===== config.mk =====
export PLATFORM = sky130hd
export DESIGN_NAME = lcd_top
export DESIGN_NICKNAME = d
export VERILOG_FILES = /design/src/lcd_pkg.sv /design/src/lcd_bus_if.sv /design/src/lcd_bus_writer.sv /design/src/lcd_init_seq.sv /design/src/lcd_path_mux.sv /design/src/lcd_rect_fill.sv /design/src/lcd_top.sv
export SDC_FILE = /design/constraint.sdc
export NUM_CORES = 1
export LEC_CHECK = 0
export BUFFER_PORTS_ARGS = -buffer_cell sky130_fd_sc_hd__buf_2
export CAP_MARGIN = 40
export CORE_ASPECT_RATIO = 1.25
export CORE_MARGIN = 5
export CORE_UTILIZATION = 30
export DETAILED_ROUTE_END_ITERATION = 8
export PLACE_DENSITY_LB_ADDON = 0.12
export REMOVE_ABC_BUFFERS = 1
export SLEW_MARGIN = 20
export SYNTH_ARGS = -nofsm -noshare
export SYNTH_HDL_FRONTEND = slang
export SYNTH_SLANG_ARGS = --single-unit

===== constraint.sdc =====
create_clock -name pclk -period 2.98 [get_ports pclk]
set_input_delay 0.298 -clock pclk [delete_from_list [all_inputs] [get_ports pclk]]
set_output_delay 0.298 -clock pclk [all_outputs]
set_load 0.005 [all_outputs]

===== src/lcd_pkg.sv =====
// lcd panel package: timing, widths, command codes, init table and bus word union
`default_nettype none

package lcd_pkg;

    localparam int DATA_W  = 16;
    localparam int COORD_W = 9; // 320x240 panel

    // write strobe shape, in pclk cycles
    localparam int WR_LOW_CYCLES  = 2;
    localparam int WR_HIGH_CYCLES = 2;
    localparam int STROBE_CYCLES  = WR_LOW_CYCLES + WR_HIGH_CYCLES;
    localparam int STROBE_CNT_W   = $clog2(STROBE_CYCLES);

    localparam int RST_HOLD_CYCLES = 16; // panel reset low after rst_n release
    localparam int HOLD_CNT_W      = $clog2(RST_HOLD_CYCLES);

    localparam logic [DATA_W-1:0] CMD_COL_ADDR  = 16'h002A;
    localparam logic [DATA_W-1:0] CMD_PAGE_ADDR = 16'h002B;
    localparam logic [DATA_W-1:0] CMD_MEM_WRITE = 16'h002C;

    // fill header: col cmd + 4 bytes, page cmd + 4 bytes, mem write cmd
    localparam int FILL_HDR_WORDS = 11;
    localparam int FILL_PHASE_W   = $clog2(FILL_HDR_WORDS + 1);

    // init table entry is {rs, word}
    localparam int INIT_LEN   = 6;
    localparam int INIT_IDX_W = $clog2(INIT_LEN + 1);
    localparam logic [DATA_W:0] INIT_ROM [INIT_LEN] = '{
        {1'b0, 16'h0011},  // sleep out
        {1'b0, 16'h003A},  // pixel format
        {1'b1, 16'h0055},  // 16 bpp
        {1'b0, 16'h0036},  // memory access control
        {1'b1, 16'h0000},
        {1'b0, 16'h0029}   // display on
    };

    // one bus word, seen raw or as an rgb565 pixel
    typedef union packed {
        logic [DATA_W-1:0] raw;
        struct packed {
            logic [4:0] r;
            logic [5:0] g;
            logic [4:0] b;
        } pixel;
    } lcd_word_u;

endpackage

`default_nettype wire


===== src/lcd_bus_if.sv =====
// lcd bus request channel: one panel write request and its status
`default_nettype none

interface lcd_bus_if
    import lcd_pkg::*;
();

    logic      we;   // one-cycle request, only while busy is low
    logic      rs;   // 0 command, 1 data
    lcd_word_u data;
    logic      busy;
    logic      done; // one-cycle pulse when the write completes

    modport requester (
        output we,
        output rs,
        output data,
        input  busy,
        input  done
    );

    modport writer (
        input  we,
        input  rs,
        input  data,
        output busy,
        output done
    );

endinterface

`default_nettype wire


===== src/lcd_bus_writer.sv =====
// lcd bus writer: panel reset hold, 8080 write strobe timing, chip select and backlight
`default_nettype none

module lcd_bus_writer
    import lcd_pkg::*;
(
    input  logic              pclk,
    input  logic              rst_n,
    lcd_bus_if.writer         bus,
    input  logic              init_done_i,
    output logic              lcd_rst_o,
    output logic              lcd_cs_o,
    output logic              lcd_rs_o,
    output logic              lcd_wr_o,
    output logic [DATA_W-1:0] lcd_data_o,
    output logic              lcd_bl_o
);

    logic [HOLD_CNT_W-1:0]   hold_cnt;
    logic [STROBE_CNT_W-1:0] phase;
    logic                    active;   // strobe in progress
    logic                    done_q;

    // panel held in reset for a fixed time after rst_n release
    always_ff @(posedge pclk) begin
        if (!rst_n) begin
            lcd_rst_o <= 1'b0;
            hold_cnt  <= '0;
        end else if (!lcd_rst_o) begin
            if (hold_cnt == HOLD_CNT_W'(RST_HOLD_CYCLES - 1)) begin
                lcd_rst_o <= 1'b1;
            end else begin
                hold_cnt <= hold_cnt + 1'b1;
            end
        end
    end

    assign bus.busy = ~lcd_rst_o | active;
    assign bus.done = done_q;
    assign lcd_bl_o = init_done_i;  // backlight on once the panel is set up

    always_ff @(posedge pclk) begin
        if (!rst_n) begin
            active     <= 1'b0;
            phase      <= '0;
            done_q     <= 1'b0;
            lcd_cs_o   <= 1'b1;
            lcd_wr_o   <= 1'b1;
            lcd_rs_o   <= 1'b0;
            lcd_data_o <= '0;
        end else if (!active) begin
            if (bus.we && !bus.busy) begin
                active     <= 1'b1;
                phase      <= '0;
                lcd_cs_o   <= 1'b0;
                lcd_wr_o   <= 1'b0;
                lcd_rs_o   <= bus.rs;
                lcd_data_o <= bus.data.raw;
            end
        end else begin
            phase <= phase + 1'b1;
            if (phase == STROBE_CNT_W'(WR_LOW_CYCLES - 1)) begin
                lcd_wr_o <= 1'b1;  // panel samples data here
            end
            if (phase == STROBE_CNT_W'(STROBE_CYCLES - 2)) begin
                lcd_cs_o <= 1'b1;
                done_q   <= 1'b1;
            end
            if (phase == STROBE_CNT_W'(STROBE_CYCLES - 1)) begin
                active <= 1'b0;
                done_q <= 1'b0;
            end
        end
    end

    a_data_stable: assert property (
        @(posedge pclk) disable iff (!rst_n)
        !lcd_wr_o |=> lcd_wr_o || $stable(lcd_data_o)
    );

endmodule

`default_nettype wire


===== src/lcd_init_seq.sv =====
// lcd init sequencer: walks the init table after panel reset, flags completion
`default_nettype none

module lcd_init_seq
    import lcd_pkg::*;
(
    input  logic         pclk,
    input  logic         rst_n,
    lcd_bus_if.requester bus,
    output logic         init_done_o
);

    logic [INIT_IDX_W-1:0] idx;
    logic [DATA_W:0]       rom_entry;
    logic                  words_left;

    assign words_left = (idx < INIT_IDX_W'(INIT_LEN));

    always_comb begin
        rom_entry = '0;
        if (words_left) begin
            rom_entry = INIT_ROM[idx];
        end
    end

    // first word goes out as soon as the writer leaves panel reset
    assign bus.we       = words_left & ~bus.busy;
    assign bus.rs       = rom_entry[DATA_W];
    assign bus.data.raw = rom_entry[DATA_W-1:0];

    always_ff @(posedge pclk) begin
        if (!rst_n) begin
            idx         <= '0;
            init_done_o <= 1'b0;
        end else begin
            if (bus.we) begin
                idx <= idx + 1'b1;
            end
            // last word has been issued once idx is past the table
            if (bus.done && !words_left) begin
                init_done_o <= 1'b1;
            end
        end
    end

    // every request is taken up by the writer on the next cycle
    a_we_taken: assert property (
        @(posedge pclk) disable iff (!rst_n)
        bus.we |=> bus.busy
    );

endmodule

`default_nettype wire


===== src/lcd_path_mux.sv =====
// lcd path mux: gives the bus to init first, then to the fill path once idle
`default_nettype none

module lcd_path_mux
    import lcd_pkg::*;
(
    input  logic         pclk,
    input  logic         rst_n,
    input  logic         init_done_i,
    lcd_bus_if.writer    init_bus,
    lcd_bus_if.writer    fill_bus,
    lcd_bus_if.requester out_bus
);

    logic grant_fill;

    always_ff @(posedge pclk) begin
        if (!rst_n) begin
            grant_fill <= 1'b0;
        end else if (!grant_fill && init_done_i && !out_bus.busy) begin
            grant_fill <= 1'b1;  // one-way switch
        end
    end

    assign out_bus.we   = grant_fill ? fill_bus.we   : init_bus.we;
    assign out_bus.rs   = grant_fill ? fill_bus.rs   : init_bus.rs;
    assign out_bus.data = grant_fill ? fill_bus.data : init_bus.data;

    // ungranted side stalls on busy and never sees done
    assign init_bus.busy = grant_fill | out_bus.busy;
    assign init_bus.done = ~grant_fill & out_bus.done;
    assign fill_bus.busy = ~grant_fill | out_bus.busy;
    assign fill_bus.done = grant_fill & out_bus.done;

    // no request may be starting or running when the grant moves
    a_grant_idle: assert property (
        @(posedge pclk) disable iff (!rst_n)
        !$stable(grant_fill) |-> !$past(out_bus.busy) && !$past(out_bus.we)
    );

endmodule

`default_nettype wire


===== src/lcd_rect_fill.sv =====
// lcd rectangle fill: turns a rectangle request into address commands and pixel words
`default_nettype none

module lcd_rect_fill
    import lcd_pkg::*;
(
    input  logic               pclk,
    input  logic               rst_n,
    input  logic               draw_start_i,
    input  logic [COORD_W-1:0] x0_i,
    input  logic [COORD_W-1:0] y0_i,
    input  logic [COORD_W-1:0] x1_i,
    input  logic [COORD_W-1:0] y1_i,
    input  lcd_word_u          color_i,
    lcd_bus_if.requester       bus,
    output logic               draw_busy_o
);

    logic [COORD_W-1:0]      x0_q, y0_q, x1_q, y1_q;
    logic [COORD_W-1:0]      px, py;  // current pixel position
    lcd_word_u               color_q;
    lcd_word_u               word_d;
    logic [FILL_PHASE_W-1:0] phase;
    logic                    all_sent;
    logic                    accept;
    logic                    pixel_phase;
    logic                    last_pix;

    function automatic logic [DATA_W-1:0] hi_byte(input logic [COORD_W-1:0] c);
        logic [DATA_W-1:0] w;
        w = DATA_W'(c);
        return {8'h00, w[15:8]};
    endfunction

    function automatic logic [DATA_W-1:0] lo_byte(input logic [COORD_W-1:0] c);
        logic [DATA_W-1:0] w;
        w = DATA_W'(c);
        return {8'h00, w[7:0]};
    endfunction

    assign accept      = draw_start_i & ~draw_busy_o;  // ignored while drawing
    assign pixel_phase = (phase == FILL_PHASE_W'(FILL_HDR_WORDS));
    assign last_pix    = pixel_phase & (px == x1_q) & (py == y1_q);

    always_comb begin
        word_d = '0;
        bus.rs = 1'b1;
        case (phase)
            4'd0: begin
                word_d.raw = CMD_COL_ADDR;
                bus.rs     = 1'b0;
            end
            4'd1:  word_d.raw = hi_byte(x0_q);
            4'd2:  word_d.raw = lo_byte(x0_q);
            4'd3:  word_d.raw = hi_byte(x1_q);
            4'd4:  word_d.raw = lo_byte(x1_q);
            4'd5: begin
                word_d.raw = CMD_PAGE_ADDR;
                bus.rs     = 1'b0;
            end
            4'd6:  word_d.raw = hi_byte(y0_q);
            4'd7:  word_d.raw = lo_byte(y0_q);
            4'd8:  word_d.raw = hi_byte(y1_q);
            4'd9:  word_d.raw = lo_byte(y1_q);
            4'd10: begin
                word_d.raw = CMD_MEM_WRITE;
                bus.rs     = 1'b0;
            end
            default: word_d.pixel = color_q.pixel;
        endcase
    end

    assign bus.data = word_d;
    assign bus.we   = draw_busy_o & ~all_sent & ~bus.busy;

    always_ff @(posedge pclk) begin
        if (!rst_n) begin
            draw_busy_o <= 1'b0;
            all_sent    <= 1'b0;
            phase       <= '0;
        end else if (accept) begin
            draw_busy_o <= 1'b1;
            all_sent    <= 1'b0;
            phase       <= '0;
        end else begin
            if (bus.we && !pixel_phase) begin
                phase <= phase + 1'b1;
            end
            if (bus.we && last_pix) begin
                all_sent <= 1'b1;
            end
            if (bus.done && all_sent) begin
                draw_busy_o <= 1'b0;  // low the cycle after the last done
            end
        end
    end

    // rectangle and scan position, row by row
    always_ff @(posedge pclk) begin
        if (accept) begin
            x0_q    <= x0_i;
            y0_q    <= y0_i;
            x1_q    <= x1_i;
            y1_q    <= y1_i;
            color_q <= color_i;
            px      <= x0_i;
            py      <= y0_i;
        end else if (bus.we && pixel_phase) begin
            if (px == x1_q) begin
                px <= x0_q;
                py <= py + 1'b1;
            end else begin
                px <= px + 1'b1;
            end
        end
    end

    a_rect_order: assert property (
        @(posedge pclk) disable iff (!rst_n)
        accept |-> (x1_i >= x0_i) && (y1_i >= y0_i)
    );

endmodule

`default_nettype wire


===== src/lcd_top.sv =====
// lcd controller top: init sequencer and rectangle fill sharing one 8080 write bus
`default_nettype none

module lcd_top
    import lcd_pkg::*;
(
    input  logic               pclk,
    input  logic               rst_n,
    input  logic               draw_start_i,
    input  logic [COORD_W-1:0] x0_i,
    input  logic [COORD_W-1:0] y0_i,
    input  logic [COORD_W-1:0] x1_i,
    input  logic [COORD_W-1:0] y1_i,
    input  logic [4:0]         color_r_i,
    input  logic [5:0]         color_g_i,
    input  logic [4:0]         color_b_i,
    output logic               draw_busy_o,
    output logic               init_done_o,
    output logic               lcd_rst_o,
    output logic               lcd_cs_o,
    output logic               lcd_rs_o,
    output logic               lcd_wr_o,
    output logic [DATA_W-1:0]  lcd_data_o,
    output logic               lcd_bl_o
);

    lcd_word_u color;

    // rgb565 packing
    assign color.pixel.r = color_r_i;
    assign color.pixel.g = color_g_i;
    assign color.pixel.b = color_b_i;

    lcd_bus_if init_if ();
    lcd_bus_if fill_if ();
    lcd_bus_if wr_if ();

    lcd_init_seq i_lcd_init_seq (
        .pclk        (pclk),
        .rst_n       (rst_n),
        .bus         (init_if),
        .init_done_o (init_done_o)
    );

    lcd_rect_fill i_lcd_rect_fill (
        .pclk         (pclk),
        .rst_n        (rst_n),
        .draw_start_i (draw_start_i),
        .x0_i         (x0_i),
        .y0_i         (y0_i),
        .x1_i         (x1_i),
        .y1_i         (y1_i),
        .color_i      (color),
        .bus          (fill_if),
        .draw_busy_o  (draw_busy_o)
    );

    lcd_path_mux i_lcd_path_mux (
        .pclk        (pclk),
        .rst_n       (rst_n),
        .init_done_i (init_done_o),
        .init_bus    (init_if),
        .fill_bus    (fill_if),
        .out_bus     (wr_if)
    );

    lcd_bus_writer i_lcd_bus_writer (
        .pclk        (pclk),
        .rst_n       (rst_n),
        .bus         (wr_if),
        .init_done_i (init_done_o),
        .lcd_rst_o   (lcd_rst_o),
        .lcd_cs_o    (lcd_cs_o),
        .lcd_rs_o    (lcd_rs_o),
        .lcd_wr_o    (lcd_wr_o),
        .lcd_data_o  (lcd_data_o),
        .lcd_bl_o    (lcd_bl_o)
    );

endmodule

`default_nettype wire


Word level (Yosys, flattened, before mapping)
Memories as Yosys holds them, arrays and structs flattened.
Cells that the tools add are included.
{"block": "totals", "word_cells": 126, "mem_bits_ro": 136, "regBits": 109, "mem_count": 1}
{"block": "classes", "addsub": 6, "n_mux": 29, "eq_ne": 19, "n_lt_le_gt_ge": 2, "n_reduce_logical": 26, "n_bitwise": 21}
{"name": "(no name shown)", "depth": 8, "width": 17, "rd": 1, "rd_ports_with_merged_regs": 0, "write_ports": 0, "line_no": "lcd_init_seq.sv:22", "source": "rom_entry = INIT_ROM[idx];"}
{"op": "case mux 16 bit (11 select lines)", "count": 1}
{"op": "2-to-1 mux 9 bit", "count": 6}
{"op": "2-to-1 mux 17 bit", "count": 3}
{"op": "equality test 4 bit, second input constant", "count": 5}
{"op": "adder 9 x 1 -> 9 bit, second input constant", "count": 2}
{"op": "equality test 9 bit", "count": 2}
{"op": "equality test 4 x 3 -> 1 bit, second input constant", "count": 4}
{"op": "2-to-1 mux 1 bit", "count": 16}
{"op": "2-to-1 mux 16 bit", "count": 1}
{"op": "AND reduction 2 bit", "count": 6}
{"op": "nonzero test 2 bit", "count": 5}
{"op": "NOT 1 bit", "count": 9}
{"op": "adder 4 x 1 -> 4 bit, second input constant", "count": 2}
{"op": "AND 1 bit", "count": 8}
{"op": "equality test 4 x 2 -> 1 bit, second input constant", "count": 2}
{"op": "logical AND 1 bit", "count": 8}
{"op": "equality test 2 bit, second input constant", "count": 2}
{"op": "equality test 4 x 1 -> 1 bit, second input constant", "count": 1}
{"op": ">= comparator 4 bit, second input constant", "count": 1}
{"op": "zero test 1 bit", "count": 4}
{"op": "zero test 4 bit", "count": 1}
{"op": "2-to-1 mux 2 bit", "count": 2}
{"op": "!= test 2 bit, second input constant", "count": 2}
{"op": "NOT 3 -> 4 bit", "count": 1}
{"op": "other kinds (7)", "count": 9}

Longest topological paths before layout
{"block": "depth", "word_depth": 9, "depth_mapped": 9, "depth_no_buf": 7}

Modules after synthesis
A second synthesis with hierarchy kept.
{"block": "hier_totals", "cells_unflattened": 504, "area_unflattened_um2": 5436.5}
{"module": "lcd_rect_fill", "seq_area_each_um2": 2222.1, "instances": 1, "area_per_inst_um2": 3658.5, "cells_per_inst": 304}
{"module": "lcd_bus_writer", "seq_area_each_um2": 560.5, "instances": 1, "area_per_inst_um2": 1134.8, "cells_per_inst": 130}
{"module": "lcd_init_seq", "seq_area_each_um2": 80.1, "instances": 1, "area_per_inst_um2": 359.1, "cells_per_inst": 43}
{"module": "lcd_path_mux", "seq_area_each_um2": 20.0, "instances": 1, "area_per_inst_um2": 284.0, "cells_per_inst": 27}

Worst setup path before layout
No wires, ideal clock.
{"block": "synth_timing", "path_kind": "reg-to-reg", "from": "reg i_lcd_rect_fill.draw_busy_o", "to": "reg i_lcd_rect_fill.color_q[0] (netlist bit) (enable)", "slack_ns": 0.158, "t_arrival_ns": 2.386, "stages_incl_launch_ff": 5, "cell_sequence": "dfxtp_1 nand2b_1 clkbuf_1 inv_1 buf_1"}
{"block": "synth_via", "elab_chain_len": 2}
{"item": "start, declared", "line_no": "lcd_rect_fill.sv:16", "source": "output logic draw_busy_o"}
{"item": "start signal, assigned", "line_no": "lcd_rect_fill.sv:78", "source": "draw_busy_o <= 1'b0;"}
{"item": "start signal, assigned", "line_no": "lcd_rect_fill.sv:82", "source": "draw_busy_o <= 1'b1;"}
{"item": "start signal, assigned", "line_no": "lcd_rect_fill.sv:93", "source": "draw_busy_o <= 1'b0;"}
{"item": "NOT 1 bit", "line_no": "lcd_rect_fill.sv:41", "source": "assign accept = draw_start_i & ~draw_busy_o;"}
{"item": "AND 1 bit", "line_no": "lcd_rect_fill.sv:41"}
{"item": "via i_lcd_rect_fill.accept", "line_no": "lcd_rect_fill.sv:25", "source": "logic accept;"}
{"item": "end signal, assigned", "line_no": "lcd_rect_fill.sv:105", "source": "color_q <= color_i;"}
{"item": "end, declared", "line_no": "lcd_rect_fill.sv:21", "source": "lcd_word_u color_q;"}
The timed path passes the listed nets, and every way through them passes these cells.
A chain may end at the register's enable or synchronous reset.

Worst setup path in the final report
{"block": "layout_timing", "from": "reg i_lcd_rect_fill.phase[0]", "to": "reg i_lcd_bus_writer.lcd_data_o[2]"}
{"block": "layout_via", "elab_chain_len": 3, "elab_cells_between_ends": 13, "cone_classes": "eq/ne (10); mux (2); reduce/logical (1)"}
{"item": "start, declared", "line_no": "lcd_rect_fill.sv:23", "source": "logic [FILL_PHASE_W-1:0] phase;"}
{"item": "start signal, assigned", "line_no": "lcd_rect_fill.sv:87", "source": "phase <= phase + 1'b1;"}
{"item": "equality test 4 bit, or another cell as far along", "line_no": "lcd_rect_fill.sv:48", "source": "case (phase)"}
{"item": "case mux 16 bit (11 select lines) *", "line_no": "lcd_rect_fill.sv:48"}
{"item": "2-to-1 mux 16 bit *", "line_no": "lcd_path_mux.sv:27", "source": "assign out_bus.data = grant_fill ? fill_bus.data : init_bus.data;"}
{"item": "end signal, assigned", "line_no": "lcd_bus_writer.sv:58", "source": "lcd_data_o <= bus.data.raw;"}
{"item": "end, declared", "line_no": "lcd_bus_writer.sv:15", "source": "output logic [DATA_W-1:0] lcd_data_o,"}
Mark *: on every way between the ends. The rest lies on a longest branch, timed or not.

==> results by group <==
Run status
  • Status: complete, no violations

Routing
  • TritonRoute pass-1 iters: 4
  • Total number of vias: 3597
  • Avg WL per Cell: around 17 um
  • Overall routed net length: 12700 um
  • DRC errors left: 0
  • Drt initial violations: approximately 210
  • Post-route ant nets: 0
  • Vias/cell: between 4 and 5

Global routing
  • GR Util All Layers: 0.130
  • Vias in the first global route: 3739
  • Initial antenna violation count: 0
  • First-pass GRT wire length: slightly below 20000 um
  • Grt total ovfl: 0
  • Largest net degree at the start of global routing: 38

Clock network
  • Max Buffers Root-to-Sink: 2
  • Clock Latency Late Sink: 360 ps
  • Root buffer cell: clkbuf_16
  • # clock sinks: 109
  • Post-cts hold buffer count: 0
  • CTS Buf Count: 9
  • Reg clk slew, reported paths: around 80 ps
  • Number of setup buffers added after CTS: 0
  • Post-CTS Resized: 0
  • CTS tree: yes
  • H-tree levels: 3

Timing
  • Final setup TNS: 0 ps
  • Final number of hold-violating endpoints: 0
  • Fin crit share: 0.750
  • Rel. slew slack: 0.510
  • Setup Viol. Count Final: 0
  • Worst path setup slack after routing: 746 ps
  • Post-route minimum period: 2230 ps
  • RSZ-0062 raised after global routing: no
  • FMAX: approximately 450 MHz
  • Clock Skew: ~7.4 ps
  • Max Slew Vio Count: 0
  • Worst slew pin tran: ~730 ps

Synthesis
  • EDFF count, synth: 70
  • Post-Syn Area per Cell: around 11 um^2
  • #FFs+latches synth: ~110
  • Mapped cell area: around 5100 um^2
  • Synth unique cells: 60
  • Main synth FF type: edfxtp_1
  • FFs w/ async S/R, synth: 0
  • Seq/Total Area, Yosys: 0.565
  • Yosys warning count: 0
  • Cells after Synth: around 450

Layout
  • Final Non-Filler Cells: 752
  • Most frequent cells in the layout: buf_2 (77), edfxtp_1 (70), nand2_1 (42), dfxtp_1 (39), o21ai_0 (32)
  • Ant diodes: 0
  • Area growth, synth to finish: 18.7%
  • Share of cells above drive strength 1: 0.220
  • Fill cell count: ~1.7k
  • Most common cell after layout, fill and taps aside: buf_2
  • Nets: a little under 600

Place
  • Port buffer count: 77
  • Final GP Congestion: between 0.7 and 0.8
  • Post-place setup slack: between 700 and 800 ps
  • DPL Wire Length: 9450 um
  • Post-Place Cells: ~740

Worst setup path
  • FF-to-FF End: i_lcd_bus_writer.lcd_data_o[2]
  • Register-to-register setup slack: ~750 ps
  • Worst reg2reg path depth: 6
  • WP data required: approximately 3200 ps
  • Critical path class: flip-flop to flip-flop
  • Crit path max fanout: 14
  • CP startpoint: i_lcd_rect_fill.phase[0]
  • CP Capture Type: flip-flop
  • WP data arrival: 2470 ps
  • Type of origin of the critical path: flip-flop
  • RR Startpoint: i_lcd_rect_fill.phase[0]

Pwr
  • Power density cells: 530 nW/um^2
  • Worst VDD drop: between 0.0002 and 0.00025 V
  • P_leak: roughly 2.3 nW

Floorplan
  • Die Y-Extent: roughly 160 um
  • Chip Width: ~130 um
  • Rows: between 50 and 60
  • Core area: 16800 um^2
  • Die ar.: about 20000 um^2
  • Initial Utilization: 0.304
  • Top Ports: between 70 and 80

Hold path
  • Sink of the worst hold path: i_lcd_rect_fill.color_q[13]
  • Hold path startpoint: color_r_i[2]
  • HP Class: primary input to flip-flop
  • WHS Path Cells: 1

Job
  • Max Cap Viol: 0
## final cells by class
cell class / instances / area (um^2) / area share
multi-input cells: 305 / 2040 / 0.336
flip-flops and latches: 109 / 2880 / 0.476
inverters: 14 / 52.6 / 0.00867
repair buffers: 88 / 493 / 0.0814
clock inverters: 6 / 68.8 / 0.0114
well taps: 220 / 275 / 0.0454
clock buffers: 10 / 250 / 0.0413
## where the power goes
part           switching [mW]  leakage [nW]  internal (mW)
registers              0.0527         0.983           1.69
clock network           0.572         0.149          0.708
logic                   0.101          1.16         0.0923
total                   0.726          2.30           2.49
## flip-flops by register name (all words and copies together) (netlist names), 9 cells and up
register	flops
i_lcd_rect_fill.y1_q	9
i_lcd_rect_fill.px	9
i_lcd_bus_writer.lcd_data_o	16
i_lcd_rect_fill.py	9
i_lcd_rect_fill.x0_q	9
i_lcd_rect_fill.color_q	16
i_lcd_rect_fill.x1_q	9
i_lcd_rect_fill.y0_q	9
## critical path: stages, from the launching register on
cell	delay, ps
dfxtp_1	420
ha_1	580
nor3_2	130
o22ai_4	380
o21ai_1	180
o221ai_1	290
a31oi_1	120
## metal layers
layer	vias to the layer above	GRT usage	wire length, um
met5	-	0	0
met4	0	0.0557	270
met3	15	0.0236	511
met2	73	0.211	6160
met1	1713	0.169	5720
li1	1796	-	-
## cells by family (layout without fill, tap and decap cells)
| group | Yosys count | count (layout) | share of synthesized area |
|---|---|---|---|
| and+or+nand+nor | 136 | 136 | 0.139 |
| adders and majority gates | 14 | 14 | 0.0343 |
| buffers and inverters | 39 | 118 | 0.0365 |
| DFF | 109 | 109 | 0.565 |
| muxes | 14 | 14 | 0.0279 |
| xor gates and xnor gates | 38 | 38 | 0.0652 |
| AOI/OAI and AO/OA | 103 | 103 | 0.132 |
## cell usage after synthesis, types with 9 or more instances
cell type	number	area, um^2
edfxtp_1	70	2100
inv_1	14	52.6
ha_1	14	175
nor2_1	18	67.6
mux2i_1	12	120
buf_2	11	55.1
xnor2_1	16	140
nand2_1	42	158
nand3_1	20	100
and3_1	9	56.3
o21ai_0	32	160
a21oi_1	21	105
xor2_1	22	193
dfxtp_1	39	781
nor2b_1	15	93.8
## how the worst max path moves through the flow
stage	to	slack (ps)	cells after the start
after floorplan	i_lcd_rect_fill.py[0]	340	4
after global placement	i_lcd_bus_writer.lcd_data_o[2]	830	6
after detailed placement	i_lcd_bus_writer.lcd_data_o[2]	770	6
after CTS	i_lcd_bus_writer.lcd_data_o[4]	760	7
after global routing	i_lcd_bus_writer.lcd_data_o[2]	560	6
final	i_lcd_bus_writer.lcd_data_o[2]	750	6
## through the flow
| stage | area (um^2) | hold slack [ps] | utilization | total power, mW |
|---|---|---|---|---|
| final | 6060 | 109 | 0.361 | 3.21 |
| after CTS | 6060 | 96.6 | 0.361 | 3.26 |
| after global routing | 6060 | 98.7 | 0.361 | 3.35 |
| after detailed placement | 5740 | 448 | 0.342 | 1.98 |
| after floorplan | 4970 | 370 | - | 1.87 |
| after global placement | 5710 | 452 | 0.341 | 1.97 |
Power figures use the tool's default switching activity.
